--- src/common/cnu_pkg.sv ---
package cnu_pkg;

	// decoder sizes
	localparam int NUM_CNU     = 4;           // check node lanes
	localparam int DC          = 4;           // check node degree
	localparam int MSG_W       = 4;           // sign + 3 bit magnitude
	localparam int MAG_W       = MSG_W - 1;
	localparam int ITER_NUM    = 3;           // iterations per frame
	localparam int OFFSET      = 1;           // offset min-sum correction

	// credit pools
	localparam int IN_CREDITS  = NUM_CNU;     // upstream credits after reset
	localparam int OUT_CREDITS = 2;           // collector credits after reset

	// derived widths
	localparam int LANE_W      = $clog2(NUM_CNU);
	localparam int IDX_W       = $clog2(DC);
	localparam int ITER_W      = $clog2(ITER_NUM);
	localparam int CRED_W      = $clog2(OUT_CREDITS + 1);

	// sequencer phases
	typedef enum logic [1:0] {
		PHASE_IDLE,
		PHASE_INIT_LOAD,
		PHASE_PIPE_LOAD,
		PHASE_WAIT_WR
	} cnu_phase_e;

	// one sign-magnitude message
	typedef struct packed {
		logic             sign;
		logic [MAG_W-1:0] mag;
	} cnu_msg_t;

	// all DC edges of one check node
	typedef struct packed {
		cnu_msg_t [DC-1:0] msg;
	} cnu_row_t;

	// output beat, row tagged with its lane
	typedef struct packed {
		cnu_row_t          row;
		logic [LANE_W-1:0] lane;
	} cnu_out_t;

endpackage

--- src/logic/cnu_wr_update_handshake.sv ---
`timescale 1ns/1ps

module cnu_wr_update_handshake (
	output logic cnu_wr_o,
	output logic init_load_o,
	output logic pipe_load_o,

	input  logic iter_update_i,      // non-final iteration written back
	input  logic cnu_rd_finish_i,    // loader has a full frame buffered
	input  logic cnu_init_load_en_i, // sequencer sits in init load phase
	input  logic read_clk,
	input  logic rstn
);

	logic       init_req;
	logic       pipe_req;
	logic       load_any;
	logic [1:0] wr_pipe;  // load to write delay line, matches lane latency
	logic [1:0] wr_hist;  // last two samples of cnu_wr_o
	logic       wr_end;

	// requests only count on the cycle they are raised
	assign init_req = cnu_rd_finish_i & cnu_init_load_en_i & ~init_load_o;
	assign pipe_req = iter_update_i & ~pipe_load_o;

	assign load_any = init_load_o | pipe_load_o;

	// write seen two cycles back and gone one cycle back
	assign wr_end = (wr_hist == 2'b10);

	// load strobes, one cycle after their request
	always_ff @(posedge read_clk or negedge rstn) begin
		if (!rstn) begin
			init_load_o <= 1'b0;
			pipe_load_o <= 1'b0;
		end else if (wr_end) begin
			// a finished write drops whatever strobe is still around
			init_load_o <= 1'b0;
			pipe_load_o <= 1'b0;
		end else begin
			init_load_o <= init_req;
			pipe_load_o <= pipe_req;
		end
	end

	// two stage delay, one write per load
	always_ff @(posedge read_clk or negedge rstn) begin
		if (!rstn) begin
			wr_pipe <= 2'b00;
		end else begin
			wr_pipe <= {wr_pipe[0], load_any};
		end
	end

	assign cnu_wr_o = wr_pipe[1]; // lines up with lane res_valid

	// write history for the cancel above
	always_ff @(posedge read_clk or negedge rstn) begin
		if (!rstn) begin
			wr_hist <= 2'b00;
		end else begin
			wr_hist <= {wr_hist[0], cnu_wr_o};
		end
	end

endmodule

--- src/logic/cnu_iter_fsm.sv ---
`timescale 1ns/1ps

module cnu_iter_fsm (
	input  logic read_clk,
	input  logic rstn,
	input  logic rd_finish_i,       // frame ready in loader buffers
	input  logic cnu_wr_i,          // lane results valid
	input  logic collector_empty_i, // collector can take a frame
	output logic init_load_en_o,
	output logic iter_update_o,
	output logic frame_done_o
);

	cnu_pkg::cnu_phase_e             state;
	logic [cnu_pkg::ITER_W-1:0]      iter_cnt; // writes seen this frame
	logic                            wr_seen;  // final write arrived, collector busy

	assign init_load_en_o = (state == cnu_pkg::PHASE_INIT_LOAD);

	always_ff @(posedge read_clk or negedge rstn) begin
		if (!rstn) begin
			state         <= cnu_pkg::PHASE_IDLE;
			iter_cnt      <= '0;
			wr_seen       <= 1'b0;
			iter_update_o <= 1'b0;
			frame_done_o  <= 1'b0;
		end else begin
			iter_update_o <= 1'b0; // both are single pulses
			frame_done_o  <= 1'b0;
			case (state)
				cnu_pkg::PHASE_IDLE: begin
					state <= cnu_pkg::PHASE_INIT_LOAD; // arm for next frame
				end
				cnu_pkg::PHASE_INIT_LOAD: begin
					if (rd_finish_i) begin
						iter_cnt <= '0;
						wr_seen  <= 1'b0;
						// single iteration goes straight to the last write
						state    <= (cnu_pkg::ITER_NUM > 1) ? cnu_pkg::PHASE_PIPE_LOAD
						                                    : cnu_pkg::PHASE_WAIT_WR;
					end
				end
				cnu_pkg::PHASE_PIPE_LOAD: begin
					if (cnu_wr_i) begin
						iter_update_o <= 1'b1; // start the next pipe load
						iter_cnt      <= iter_cnt + 1'b1;
						// last pipe load now in flight
						if (iter_cnt == cnu_pkg::ITER_W'(cnu_pkg::ITER_NUM - 2))
							state <= cnu_pkg::PHASE_WAIT_WR;
					end
				end
				cnu_pkg::PHASE_WAIT_WR: begin
					if (cnu_wr_i || wr_seen) begin
						wr_seen <= 1'b1;
						if (collector_empty_i) begin
							frame_done_o <= 1'b1;
							wr_seen      <= 1'b0;
							state        <= cnu_pkg::PHASE_IDLE;
						end
					end
				end
				default: state <= cnu_pkg::PHASE_IDLE;
			endcase
		end
	end

endmodule

--- src/logic/cnu_msg_loader.sv ---
`timescale 1ns/1ps

module cnu_msg_loader (
	input  logic              read_clk,
	input  logic              rstn,
	input  logic              in_valid_i,
	input  cnu_pkg::cnu_row_t in_row_i,
	input  logic              lane_free_i,  // collector emitted one lane
	output logic              in_credit_o,
	output logic              rd_finish_o,
	output cnu_pkg::cnu_row_t lane_row_o [cnu_pkg::NUM_CNU]
);

	logic [cnu_pkg::LANE_W-1:0] beat_cnt;  // next lane to fill
	logic                       last_beat;

	assign last_beat = in_valid_i && (beat_cnt == cnu_pkg::LANE_W'(cnu_pkg::NUM_CNU - 1));

	// beat counter and end of frame pulse
	always_ff @(posedge read_clk or negedge rstn) begin
		if (!rstn) begin
			beat_cnt    <= '0;
			rd_finish_o <= 1'b0;
		end else begin
			rd_finish_o <= last_beat; // high the cycle after beat 3
			if (in_valid_i) begin
				if (last_beat)
					beat_cnt <= '0;
				else
					beat_cnt <= beat_cnt + 1'b1;
			end
		end
	end

	// lane buffers, filled in order
	always_ff @(posedge read_clk) begin
		if (in_valid_i)
			lane_row_o[beat_cnt] <= in_row_i;
	end

	// every freed buffer hands one credit back upstream
	always_ff @(posedge read_clk or negedge rstn) begin
		if (!rstn) begin
			in_credit_o <= 1'b0;
		end else begin
			in_credit_o <= lane_free_i;
		end
	end

endmodule

--- src/cnu/cnu_minsum.sv ---
`timescale 1ns/1ps

module cnu_minsum (
	input  logic              read_clk,
	input  logic              rstn,
	input  logic              init_load_i,  // take the loader row
	input  logic              pipe_load_i,  // take own previous result
	input  cnu_pkg::cnu_row_t load_row_i,
	output cnu_pkg::cnu_row_t res_row_o,
	output logic              res_valid_o
);

	cnu_pkg::cnu_row_t               src_row;
	logic                            load;
	logic [cnu_pkg::MAG_W-1:0]       min1;
	logic [cnu_pkg::MAG_W-1:0]       min2;
	logic [cnu_pkg::IDX_W-1:0]       min1_idx;
	logic                            parity;

	// stage 1 registers
	logic                            s1_valid;
	logic [cnu_pkg::MAG_W-1:0]       s1_min1;
	logic [cnu_pkg::MAG_W-1:0]       s1_min2;
	logic [cnu_pkg::IDX_W-1:0]       s1_idx;
	logic                            s1_par;
	logic [cnu_pkg::DC-1:0]          s1_sign;
	cnu_pkg::cnu_row_t               s2_row;

	assign load    = init_load_i | pipe_load_i;
	assign src_row = init_load_i ? load_row_i : res_row_o; // feedback on pipe load

	// two smallest magnitudes, where the smallest sits, sign parity
	always_comb begin
		min1     = '1;
		min2     = '1;
		min1_idx = '0;
		parity   = 1'b0;
		for (int i = 0; i < cnu_pkg::DC; i++) begin
			parity = parity ^ src_row.msg[i].sign;
			if (src_row.msg[i].mag < min1) begin
				min2     = min1;
				min1     = src_row.msg[i].mag;
				min1_idx = cnu_pkg::IDX_W'(i);
			end else if (src_row.msg[i].mag < min2) begin
				min2 = src_row.msg[i].mag;
			end
		end
	end

	// extrinsic message per edge, own contribution left out
	always_comb begin
		logic [cnu_pkg::MAG_W-1:0] m;
		for (int i = 0; i < cnu_pkg::DC; i++) begin
			m = (s1_idx == cnu_pkg::IDX_W'(i)) ? s1_min2 : s1_min1;
			s2_row.msg[i].sign = s1_par ^ s1_sign[i];
			s2_row.msg[i].mag  = (m > cnu_pkg::MAG_W'(cnu_pkg::OFFSET)) ?
			                     m - cnu_pkg::MAG_W'(cnu_pkg::OFFSET) : '0; // clamp at 0
		end
	end

	always_ff @(posedge read_clk or negedge rstn) begin
		if (!rstn) begin
			s1_valid    <= 1'b0;
			res_valid_o <= 1'b0;
		end else begin
			s1_valid    <= load;
			res_valid_o <= s1_valid; // two cycles after the load
		end
	end

	// payload, moves only with its valid
	always_ff @(posedge read_clk) begin
		if (load) begin
			s1_min1 <= min1;
			s1_min2 <= min2;
			s1_idx  <= min1_idx;
			s1_par  <= parity;
			for (int i = 0; i < cnu_pkg::DC; i++)
				s1_sign[i] <= src_row.msg[i].sign;
		end
		if (s1_valid)
			res_row_o <= s2_row; // held for the next pipe load
	end

endmodule

--- src/logic/cnu_wr_collector.sv ---
`timescale 1ns/1ps

module cnu_wr_collector (
	input  logic              read_clk,
	input  logic              rstn,
	input  logic              frame_done_i,
	input  cnu_pkg::cnu_row_t lane_res_i [cnu_pkg::NUM_CNU],
	input  logic              out_credit_i, // one credit back per pulse
	output logic              out_valid_o,
	output cnu_pkg::cnu_out_t out_o,
	output logic              empty_o,
	output logic              lane_free_o
);

	cnu_pkg::cnu_row_t          hold_q [cnu_pkg::NUM_CNU];
	logic                       full_q;
	logic [cnu_pkg::LANE_W-1:0] idx_q;   // lane being drained
	logic [cnu_pkg::CRED_W-1:0] cred_q;
	logic                       capture;
	logic                       send;

	assign capture = frame_done_i && !full_q;
	assign send    = full_q && (cred_q != '0); // one beat spends one credit

	assign out_valid_o = send;
	assign out_o       = '{row: hold_q[idx_q], lane: idx_q};
	assign empty_o     = ~full_q;
	assign lane_free_o = send; // buffer slot free once its beat leaves

	always_ff @(posedge read_clk or negedge rstn) begin
		if (!rstn) begin
			full_q <= 1'b0;
			idx_q  <= '0;
			cred_q <= cnu_pkg::CRED_W'(cnu_pkg::OUT_CREDITS);
		end else begin
			cred_q <= cred_q - cnu_pkg::CRED_W'(send) + cnu_pkg::CRED_W'(out_credit_i);
			if (capture) begin
				full_q <= 1'b1;
				idx_q  <= '0;
			end else if (send) begin
				idx_q <= idx_q + 1'b1;
				if (idx_q == cnu_pkg::LANE_W'(cnu_pkg::NUM_CNU - 1))
					full_q <= 1'b0; // last lane out
			end
		end
	end

	// holding register, all lanes at once
	always_ff @(posedge read_clk) begin
		if (capture)
			hold_q <= lane_res_i;
	end

endmodule

--- src/logic/ldpc_cnu_top.sv ---
`timescale 1ns/1ps

module ldpc_cnu_top (
	input  logic              read_clk,
	input  logic              rstn,
	input  logic              in_valid_i,
	input  cnu_pkg::cnu_row_t in_row_i,
	input  logic              out_credit_i,
	output logic              in_credit_o,
	output logic              out_valid_o,
	output cnu_pkg::cnu_out_t out_o
);

	cnu_pkg::cnu_row_t            lane_row [cnu_pkg::NUM_CNU]; // loader buffers
	cnu_pkg::cnu_row_t            lane_res [cnu_pkg::NUM_CNU]; // lane results
	logic [cnu_pkg::NUM_CNU-1:0]  lane_valid;
	logic                         rd_finish;
	logic                         init_load_en;
	logic                         iter_update;
	logic                         init_load;
	logic                         pipe_load;
	logic                         cnu_wr;
	logic                         frame_done;
	logic                         coll_empty;
	logic                         lane_free;

	cnu_msg_loader u_loader (
		.read_clk    (read_clk),
		.rstn        (rstn),
		.in_valid_i  (in_valid_i),
		.in_row_i    (in_row_i),
		.lane_free_i (lane_free),
		.in_credit_o (in_credit_o),
		.rd_finish_o (rd_finish),
		.lane_row_o  (lane_row)
	);

	// one check node unit per lane
	for (genvar g = 0; g < cnu_pkg::NUM_CNU; g++) begin : g_lane
		cnu_minsum u_cnu (
			.read_clk    (read_clk),
			.rstn        (rstn),
			.init_load_i (init_load),
			.pipe_load_i (pipe_load),
			.load_row_i  (lane_row[g]),
			.res_row_o   (lane_res[g]),
			.res_valid_o (lane_valid[g])
		);
	end

	cnu_wr_update_handshake u_handshake (
		.cnu_wr_o           (cnu_wr),
		.init_load_o        (init_load),
		.pipe_load_o        (pipe_load),
		.iter_update_i      (iter_update),
		.cnu_rd_finish_i    (rd_finish),
		.cnu_init_load_en_i (init_load_en),
		.read_clk           (read_clk),
		.rstn               (rstn)
	);

	cnu_iter_fsm u_fsm (
		.read_clk          (read_clk),
		.rstn              (rstn),
		.rd_finish_i       (rd_finish),
		.cnu_wr_i          (cnu_wr),
		.collector_empty_i (coll_empty),
		.init_load_en_o    (init_load_en),
		.iter_update_o     (iter_update),
		.frame_done_o      (frame_done)
	);

	cnu_wr_collector u_collector (
		.read_clk     (read_clk),
		.rstn         (rstn),
		.frame_done_i (frame_done),
		.lane_res_i   (lane_res),
		.out_credit_i (out_credit_i),
		.out_valid_o  (out_valid_o),
		.out_o        (out_o),
		.empty_o      (coll_empty),
		.lane_free_o  (lane_free)
	);

endmodule

--- config.mk ---
export PLATFORM = sky130hd
export DESIGN_NAME = ldpc_cnu_top
export DESIGN_NICKNAME = d
export VERILOG_FILES = /design/src/common/cnu_pkg.sv /design/src/logic/cnu_wr_update_handshake.sv /design/src/logic/cnu_iter_fsm.sv /design/src/logic/cnu_msg_loader.sv /design/src/cnu/cnu_minsum.sv /design/src/logic/cnu_wr_collector.sv /design/src/logic/ldpc_cnu_top.sv
export SDC_FILE = /design/constraint.sdc
export NUM_CORES = 1
export LEC_CHECK = 0
export ABC_AREA = 1
export BUFFER_PORTS_ARGS = -buffer_cell sky130_fd_sc_hd__buf_4
export CAP_MARGIN = 20
export CORE_MARGIN = 2
export CORE_UTILIZATION = 30
export CTS_CLUSTER_DIAMETER = 80
export CTS_CLUSTER_SIZE = 24
export DETAILED_ROUTE_END_ITERATION = 7
export PLACE_DENSITY = 0.43
export SYNTH_ARGS = -nofsm -noshare
export SYNTH_HDL_FRONTEND = slang
export SYNTH_SLANG_ARGS = --single-unit
--- constraint.sdc ---
create_clock -name read_clk -period 4.2 [get_ports read_clk]
set_input_delay 0.42 -clock read_clk [delete_from_list [all_inputs] [get_ports read_clk]]
set_output_delay 0.42 -clock read_clk [all_outputs]
set_load 0.02 [all_outputs]
==> results of run 1 <==
[cell families (layout without fill, tap and decap cells)]
group | count (synthesis) | count (layout) | share of synthesized area, %
flops | 266 | 266 | 56.6
fa+ha+maj | 90 | 90 | 8.09
compound gates | 243 | 243 | 9.29
simple gates | 557 | 557 | 17.6
xor+xnor | 33 | 33 | 2.08
buf+inv | 217 | 277 | 6.28
[cells in the final DEF, fill, tap and decap left out, drive strengths merged]
cell and instances:
a21boi 1, a21oi 40, a31oi 4, and2 5
buf 56, clkbuf 20, clkinv 2, clkinvlp 1
dfrtp 21, dfstp 1, dlygate4sd3 1, edfxtp 244
ha 90, inv 197, nand2 366, nand3 65
nand4 1, nor2 76, nor3b 1, o211ai 1
o21a 3, o21ai 176, o22ai 16, o31ai 2
or2 43, xnor2 11, xor2 22
[critical path, cell delays in order, from the launching register on]
cell and delay (ns):
dfrtp_2 0.43, inv_4 0.12, buf_12 0.17, or2_2 0.26, o21ai_0 0.16, inv_1 0.08, ha_1 0.30, nand2_1 0.06
inv_1 0.04, nand2_2 0.09, nand2_4 0.09, o21ai_0 0.15, inv_1 0.09, ha_1 0.19, a21oi_2 0.19, nand2_4 0.11
inv_1 0.11, nand2_1 0.06, o21ai_1 0.11, ha_1 0.28, a21oi_2 0.22, nand3_1 0.10, nand3_1 0.11, nand2_1 0.05
[repair_timing]
item                                    in CTS  in global routing
buffers inserted                             0                  2
hold buffers                                 1                  0
hold endpoints to repair                    21                  0
endpoints found under the setup margin       0                 27
resized for setup                            0                 23
[power breakdown]
group / switching [W] / internal [W]
Clock: 0.000951 / 0.000825
Combinational: 0.00170 / 0.000880
Sequential: 0.000155 / 0.00326
Total: 0.00281 / 0.00497
[metal layers]
layer / global-route usage (%) / wire length, µm
met4: 2.61 / 567
met3: 1.58 / 1070
met1: 19.8 / 16400
met2: 23.9 / 15600
met5: 0 / 0
[final timing paths]
kind	endpoint	startpoint	cells after the start	slack, ns
max	g_lane[2].u_cnu.s1_min2[0]	u_handshake.init_load_o	23	0.36
min	u_collector.cred_q[0]	out_credit_i	2	0.13
max reg2reg	g_lane[2].u_cnu.s1_min2[0]	u_handshake.init_load_o	23	0.36
min reg2reg	u_handshake.wr_hist[1]	u_handshake.wr_hist[0]	0	0.39
max in group asynchronous	u_collector.cred_q[1]	rstn	2	3.57
min in group asynchronous	u_fsm.state[0]	rstn	2	0.34
[flip-flops by register name (all words and copies together) (netlist names), 2 cells and up]
register / cells
g_lane.u_cnu.s1_par: 4
u_collector.idx_q: 2
u_loader.lane_row_o: 64
g_lane.u_cnu.s1_idx: 8
u_handshake.wr_pipe: 2
g_lane.u_cnu.s1_min2: 12
g_lane.u_cnu.res_row_o: 64
g_lane.u_cnu.s1_min1: 12
u_collector.hold_q: 64
u_fsm.state: 2
g_lane.u_cnu.s1_sign: 16
u_handshake.wr_hist: 2
u_loader.beat_cnt: 2
u_collector.cred_q: 2
u_fsm.iter_cnt: 2
[through the flow]
step           util, %  cells  hold slack (ns)
3_3_place_gp      32.8   2034            0.343
6_report          34.2   2066            0.126
3_5_place_dp      32.8   2034            0.338
2_1_floorplan        -   1406            0.124
4_1_cts           34.0   2064            0.110
5_1_grt           34.2   2066            0.117
[area by class of cell]
type	instances	area [µm²]	share of cell area, %
timing repair buffer	57	455	2.92
sequential	266	7880	50.6
clock buffer	20	458	2.94
clock inverter	9	92.6	0.594
multi-input combinational	923	5220	33.5
inverter	191	719	4.62
tap	600	751	4.82
==> run_results.csv, run 1 <==
group,metric,value,unit
synth,synthFlopType,"edfxtp_1",
placed_design,place_ws,0.0369,ns
critical_path,worstSetupStartpointType,"register",
sta,post-route-min-period,3.84,ns
clock_network,path_clk_slew,0.10,ns
critical_path,cp_max_fo,20,
die,design.die.area,48100,µm²
detailed_routing,drtIter0Drc,581,
clock_network,cts_inserted_buffers,17,
detailed_routing,wl_per_cell,16.3,µm
global_route,track_usage,14.2,%
sta,hold_violations,0,
sta,final_max_slew_viol_count,0,
synth,synth_area,13900,µm²
clock_network,cts_root_buffer,"clkbuf_16",
finish,nets,1566,
die,die_w,219,µm
clock_network,clkSinkCount,266,
power_and_ir_drop,power_density,499,nW/µm²
finish,fin_area,15600,µm²
placed_design,io_buffer_count,39,
sta,setup_ws,0.357,ns
detailed_routing,postRouteAntennaNets,0,
synth,yosysMostFrequentCell,"nand2_1",
sta,post-route-period-util,91.5,%
sta,setup_viol,0,
die,initial_core_util,30.5,%
sta,slew_headroom,43.3,%
detailed_routing,drtPass1Iterations,5,
synth,synth_area_leaders,"edfxtp_1 (53%), nand2_1 (9.1%), ha_1 (8.1%)",
global_route,grt-ovfl-total,0,
clock_network,htreeDepth,1,
synth,synth_commonest_cells,"nand2_1 (338), edfxtp_1 (244), inv_1 (185), o21ai_0 (151), ha_1 (90)",
synth,syn-instance-count,1406,
placed_design,gp_congestion,0.764,
job,maxCapViolations,0,
synth,ys_seq_area_share,56.6,%
finish,drive_above_1_share,12.3,%
global_route,grt_max_degree,46,
sta,max_slew.worst_pin.slew,0.850,ns
placed_design,dp_hpwl,25200,µm
detailed_routing,via_per_inst,4.53,
power_and_ir_drop,ir_drop,0.000297,V
die,dieHeight,219,µm
hold_path,worstHoldPathType,"input pin to register",
synth,synth_largest_area_cell,"edfxtp_1",
synth,syn_nets,1516,
sta,setup-tns-final,0,ns
synth,ys_types,36,
synth,synth_edf_count,244,
synth,synthArstFlopShare,8.27,%
power_and_ir_drop,power,0.00778,W
sta,rsz0062_at_grt,"no",
global_route,grt_pass1_vias,9130,
critical_path,cp.required,4.48,ns
critical_path,crit_type,"register to register",
detailed_routing,wl,33700,µm
synth,ys_seq_elements,266,
global_route,antenna_found_initial,0,
die,ios,40,
detailed_routing,vias,9357,
clock_network,clock_latency,0.52,ns
finish,n_antenna_cell,0,
power_and_ir_drop,p_leak,6.57,nW
clock_network,cts_tree,"yes",
finish,syn_to_final_growth,12.0,%
critical_path,cp-end-kind,"register",
global_route,grt_first_pass_wirelength,52200,µm
synth,netlist.area_leader.share,52.7,%
clock_network,cts.path.max_buffers,3,
die,core_area,45600,µm²
finish,fill_cells,4587,
run_status,run_status,"finished clean",
placed_design,post_dp_cell_area,14900,µm²
sta,fmax,260,MHz
critical_path,cp_data_arrival_time,4.12,ns
synth,syn-mean-instance-area,9.90,µm²
detailed_routing,drc,0,
synth,yosysWarnings,0,
die,fp-row-count,78,
sta,skew,0.0262,ns
Note: power is estimated with default switching activity, not from simulation.
==> run 2: changes to the inputs <==
Settings changed: BUFFER_PORTS_ARGS -buffer_cell sky130_fd_sc_hd__buf_4 to default, DONT_BUFFER_PORTS from default to 1, PLACE_DENSITY 0.43 to 0.42.
==> run 2 against run 1 <==
  * Hold slack worse by 0.081 ns
  * Cell count is 0.82% lower
  * Clock power is 12% higher
  * Sequential power hardly changed
  * Global-route usage is 0.41 points higher
  * Cell area is 0.17% lower
  * Die area stayed put
  * Combinational power is 5% lower
  * First-iteration DRC count is 0.86% lower
  * Core utilization is 0.058 points lower
  * Register-to-register slack hardly changed
  * Critical path type unchanged
  * Largest cell class unchanged
==> run_results.csv, run 2 (same netlist as run 1, synthesis figures left out) <==
group,metric,value,unit
clock_network,clkSinkCount,266,
power_and_ir_drop,p_sw,0.00288,W
clock_network,path_clk_slew,0.09,ns
clock_network,cts_root_buffer,"clkbuf_16",
power_and_ir_drop,clkPwrFrac,25.5,%
die,die_w,219,µm
sta,slew_headroom,34.6,%
die,design.die.area,48100,µm²
global_route,track_usage,14.6,%
detailed_routing,drtIter0Drc,576,
sta,setup-tns-final,0,ns
hold_path,worstHoldStart,"out_credit_i",
power_and_ir_drop,combinationalPowerShare,31.2,%
critical_path,cp_num_buf_inv,4,
power_and_ir_drop,ir_drop,0.000491,V
run_status,run_status,"finished clean",
critical_path,slowest_stage,"dfrtp_2",
global_route,grt_first_pass_wirelength,53300,µm
sta,fmax,260,MHz
sta,setup_ws,0.353,ns
critical_path,worstSetupStartpointType,"register",
critical_path,path_common_cell,"nand2_1",
global_route,grt_max_degree,48,
clock_network,cts.path.max_buffers,3,
power_and_ir_drop,switching_share,36.7,%
global_route,grt-ovfl-total,0,
die,core_area,45600,µm²
sta,hold_violations,0,
critical_path,cp_data_arrival_time,4.12,ns
finish,post_layout_nonfiller_instances,2049,
detailed_routing,vias,9346,
detailed_routing,via_per_inst,4.56,
critical_path,crit_start,"u_handshake.init_load_o",
sta,final_max_slew_viol_count,0,
placed_design,dp_hpwl,25600,µm
critical_path,path_cells,"buf_12 -> o21ai_0 -> ha_1 -> nand2_1 -> inv_1 -> nand2_2 -> nand2_4 -> o21ai_0 -> inv_1 -> ha_1 -> a21oi_1 -> nand2_4 -> o21ai_0 -> ha_1 -> nand2_1 -> inv_1 -> nand2_1 -> nand2_2 -> nand3_1 -> nand2_1",
finish,drive_above_1_share,9.95,%
die,initial_core_util,30.5,%
critical_path,reg2reg_from,"u_handshake.init_load_o",
finish,layout_commonest_cell,"nand2_1",
placed_design,place_ws,0.0287,ns
sta,hold_ws,0.0446,ns
die,ios,40,
power_and_ir_drop,p_leak,6.50,nW
power_and_ir_drop,p_seq_share,43.3,%
global_route,antenna_found_initial,4,
hold_path,worstHoldPathType,"input pin to register",
detailed_routing,drtPass1Iterations,5,
critical_path,crit_type,"register to register",
critical_path,crit_family,"compound AO/OA/AOI/OAI gates",
global_route,grt_pass1_vias,9125,
finish,reg_top3,"g_lane.u_cnu.res_row_o (64), u_collector.hold_q (64), u_loader.lane_row_o (64)",
finish,fin_util,34.1,%
power_and_ir_drop,p_int,0.00496,W
detailed_routing,drc,0,
sta,post-route-period-util,91.6,%
sta,setup_viol,0,
critical_path,cp-end-kind,"register",
placed_design,gp_congestion,0.757,
power_and_ir_drop,power_density,505,nW/µm²
detailed_routing,wl,34600,µm
clock_network,cts_tree,"yes",
sta,post-route-min-period,3.85,ns
placed_design,dp_cells,1994,
finish,nets,1545,
clock_network,htreeDepth,1,
clock_network,clock_latency,0.52,ns
sta,skew,0.0146,ns
critical_path,cp.required,4.48,ns
sta,max_slew.worst_pin.slew,0.981,ns
die,fp-row-count,78,
critical_path,max_stage_delay,0.45,ns
critical_path,cp_max_fo,44,
die,dieHeight,219,µm
detailed_routing,postRouteAntennaNets,0,
clock_network,cts_inserted_buffers,19,
detailed_routing,wl_per_cell,16.9,µm
finish,most-common-layout-cells,"nand2_1 (338), edfxtp_1 (244), inv_1 (184)",
sta,rsz0062_at_grt,"no",
finish,syn_to_final_growth,11.8,%
placed_design,io_buffer_count,0,
job,maxCapViolations,0,
-- run 2: power by group through the flow --
| stage | clock, W | sequential [W] | combinational, W |
|---|---|---|---|
| 2_1_floorplan | 0 | 0.00344 | 0.00180 |
| 3_3_place_gp | 0 | 0.00347 | 0.00235 |
| 3_5_place_dp | 0 | 0.00347 | 0.00238 |
| 4_1_cts | 0.00206 | 0.00341 | 0.00243 |
| 5_1_grt | 0.00216 | 0.00343 | 0.00282 |
| 6_report | 0.00200 | 0.00340 | 0.00245 |
-- run 2: cell type report --
class / instances / area, µm²
fill: 4580 / 30000
sequential: 266 / 7880
multi-input combinational: 923 / 5210
tap: 600 / 751
inverter: 191 / 719
clock buffer: 20 / 479
timing repair buffer: 34 / 338
clock inverter: 13 / 175
antenna: 2 / 5.00
-- run 2: worst paths after layout --
path / slack [ns] / to / cells past startpoint
min reg2reg: 0.38 / u_handshake.wr_hist[1] / 0
max reg2reg: 0.35 / g_lane[3].u_cnu.s1_min2[0] / 20
max in group asynchronous: 3.66 / u_collector.cred_q[1] / 2
max: 0.35 / g_lane[3].u_cnu.s1_min2[0] / 20
min in group asynchronous: 0.32 / u_fsm.state[1] / 2
min: 0.04 / u_collector.cred_q[0] / 1
-- run 2: worst register-to-register path, delay by kind of cell (launching register included) --
| kind | cells | cell delay, ns |
|---|---|---|
| AO/OA/AOI/OAI | 4 | 1.15 |
| flip-flops | 1 | 0.45 |
| buffers and inverters | 4 | 0.37 |
| adder cells (fa/ha/maj) | 3 | 0.82 |
| AND/OR/NAND/NOR | 9 | 0.81 |
-- run 2: through the flow --
| step | total power, W | cell area (µm²) |
|---|---|---|
| after floorplan | 0.00524 | 13900 |
| after global placement | 0.00583 | 14600 |
| after detailed placement | 0.00585 | 14600 |
| after CTS | 0.00791 | 15500 |
| after global routing | 0.00840 | 15500 |
| final | 0.00785 | 15600 |
-- run 2: what timing repair did --
item / CTS / global route
setup buffers: 0 / 0
endpoints found under the hold margin: 88 / 0
resized for setup: 1 / 22
hold buffers: 19 / 0
setup endpoints to repair: 2 / 25
-- run 2: routing by layer --
layer / part of all wire, % / GRT usage [%]
met5: 0.066 / 0
met4: 1.3 / 2.25
met3: 3.3 / 2.05
met2: 46 / 24.4
met1: 49 / 20.4
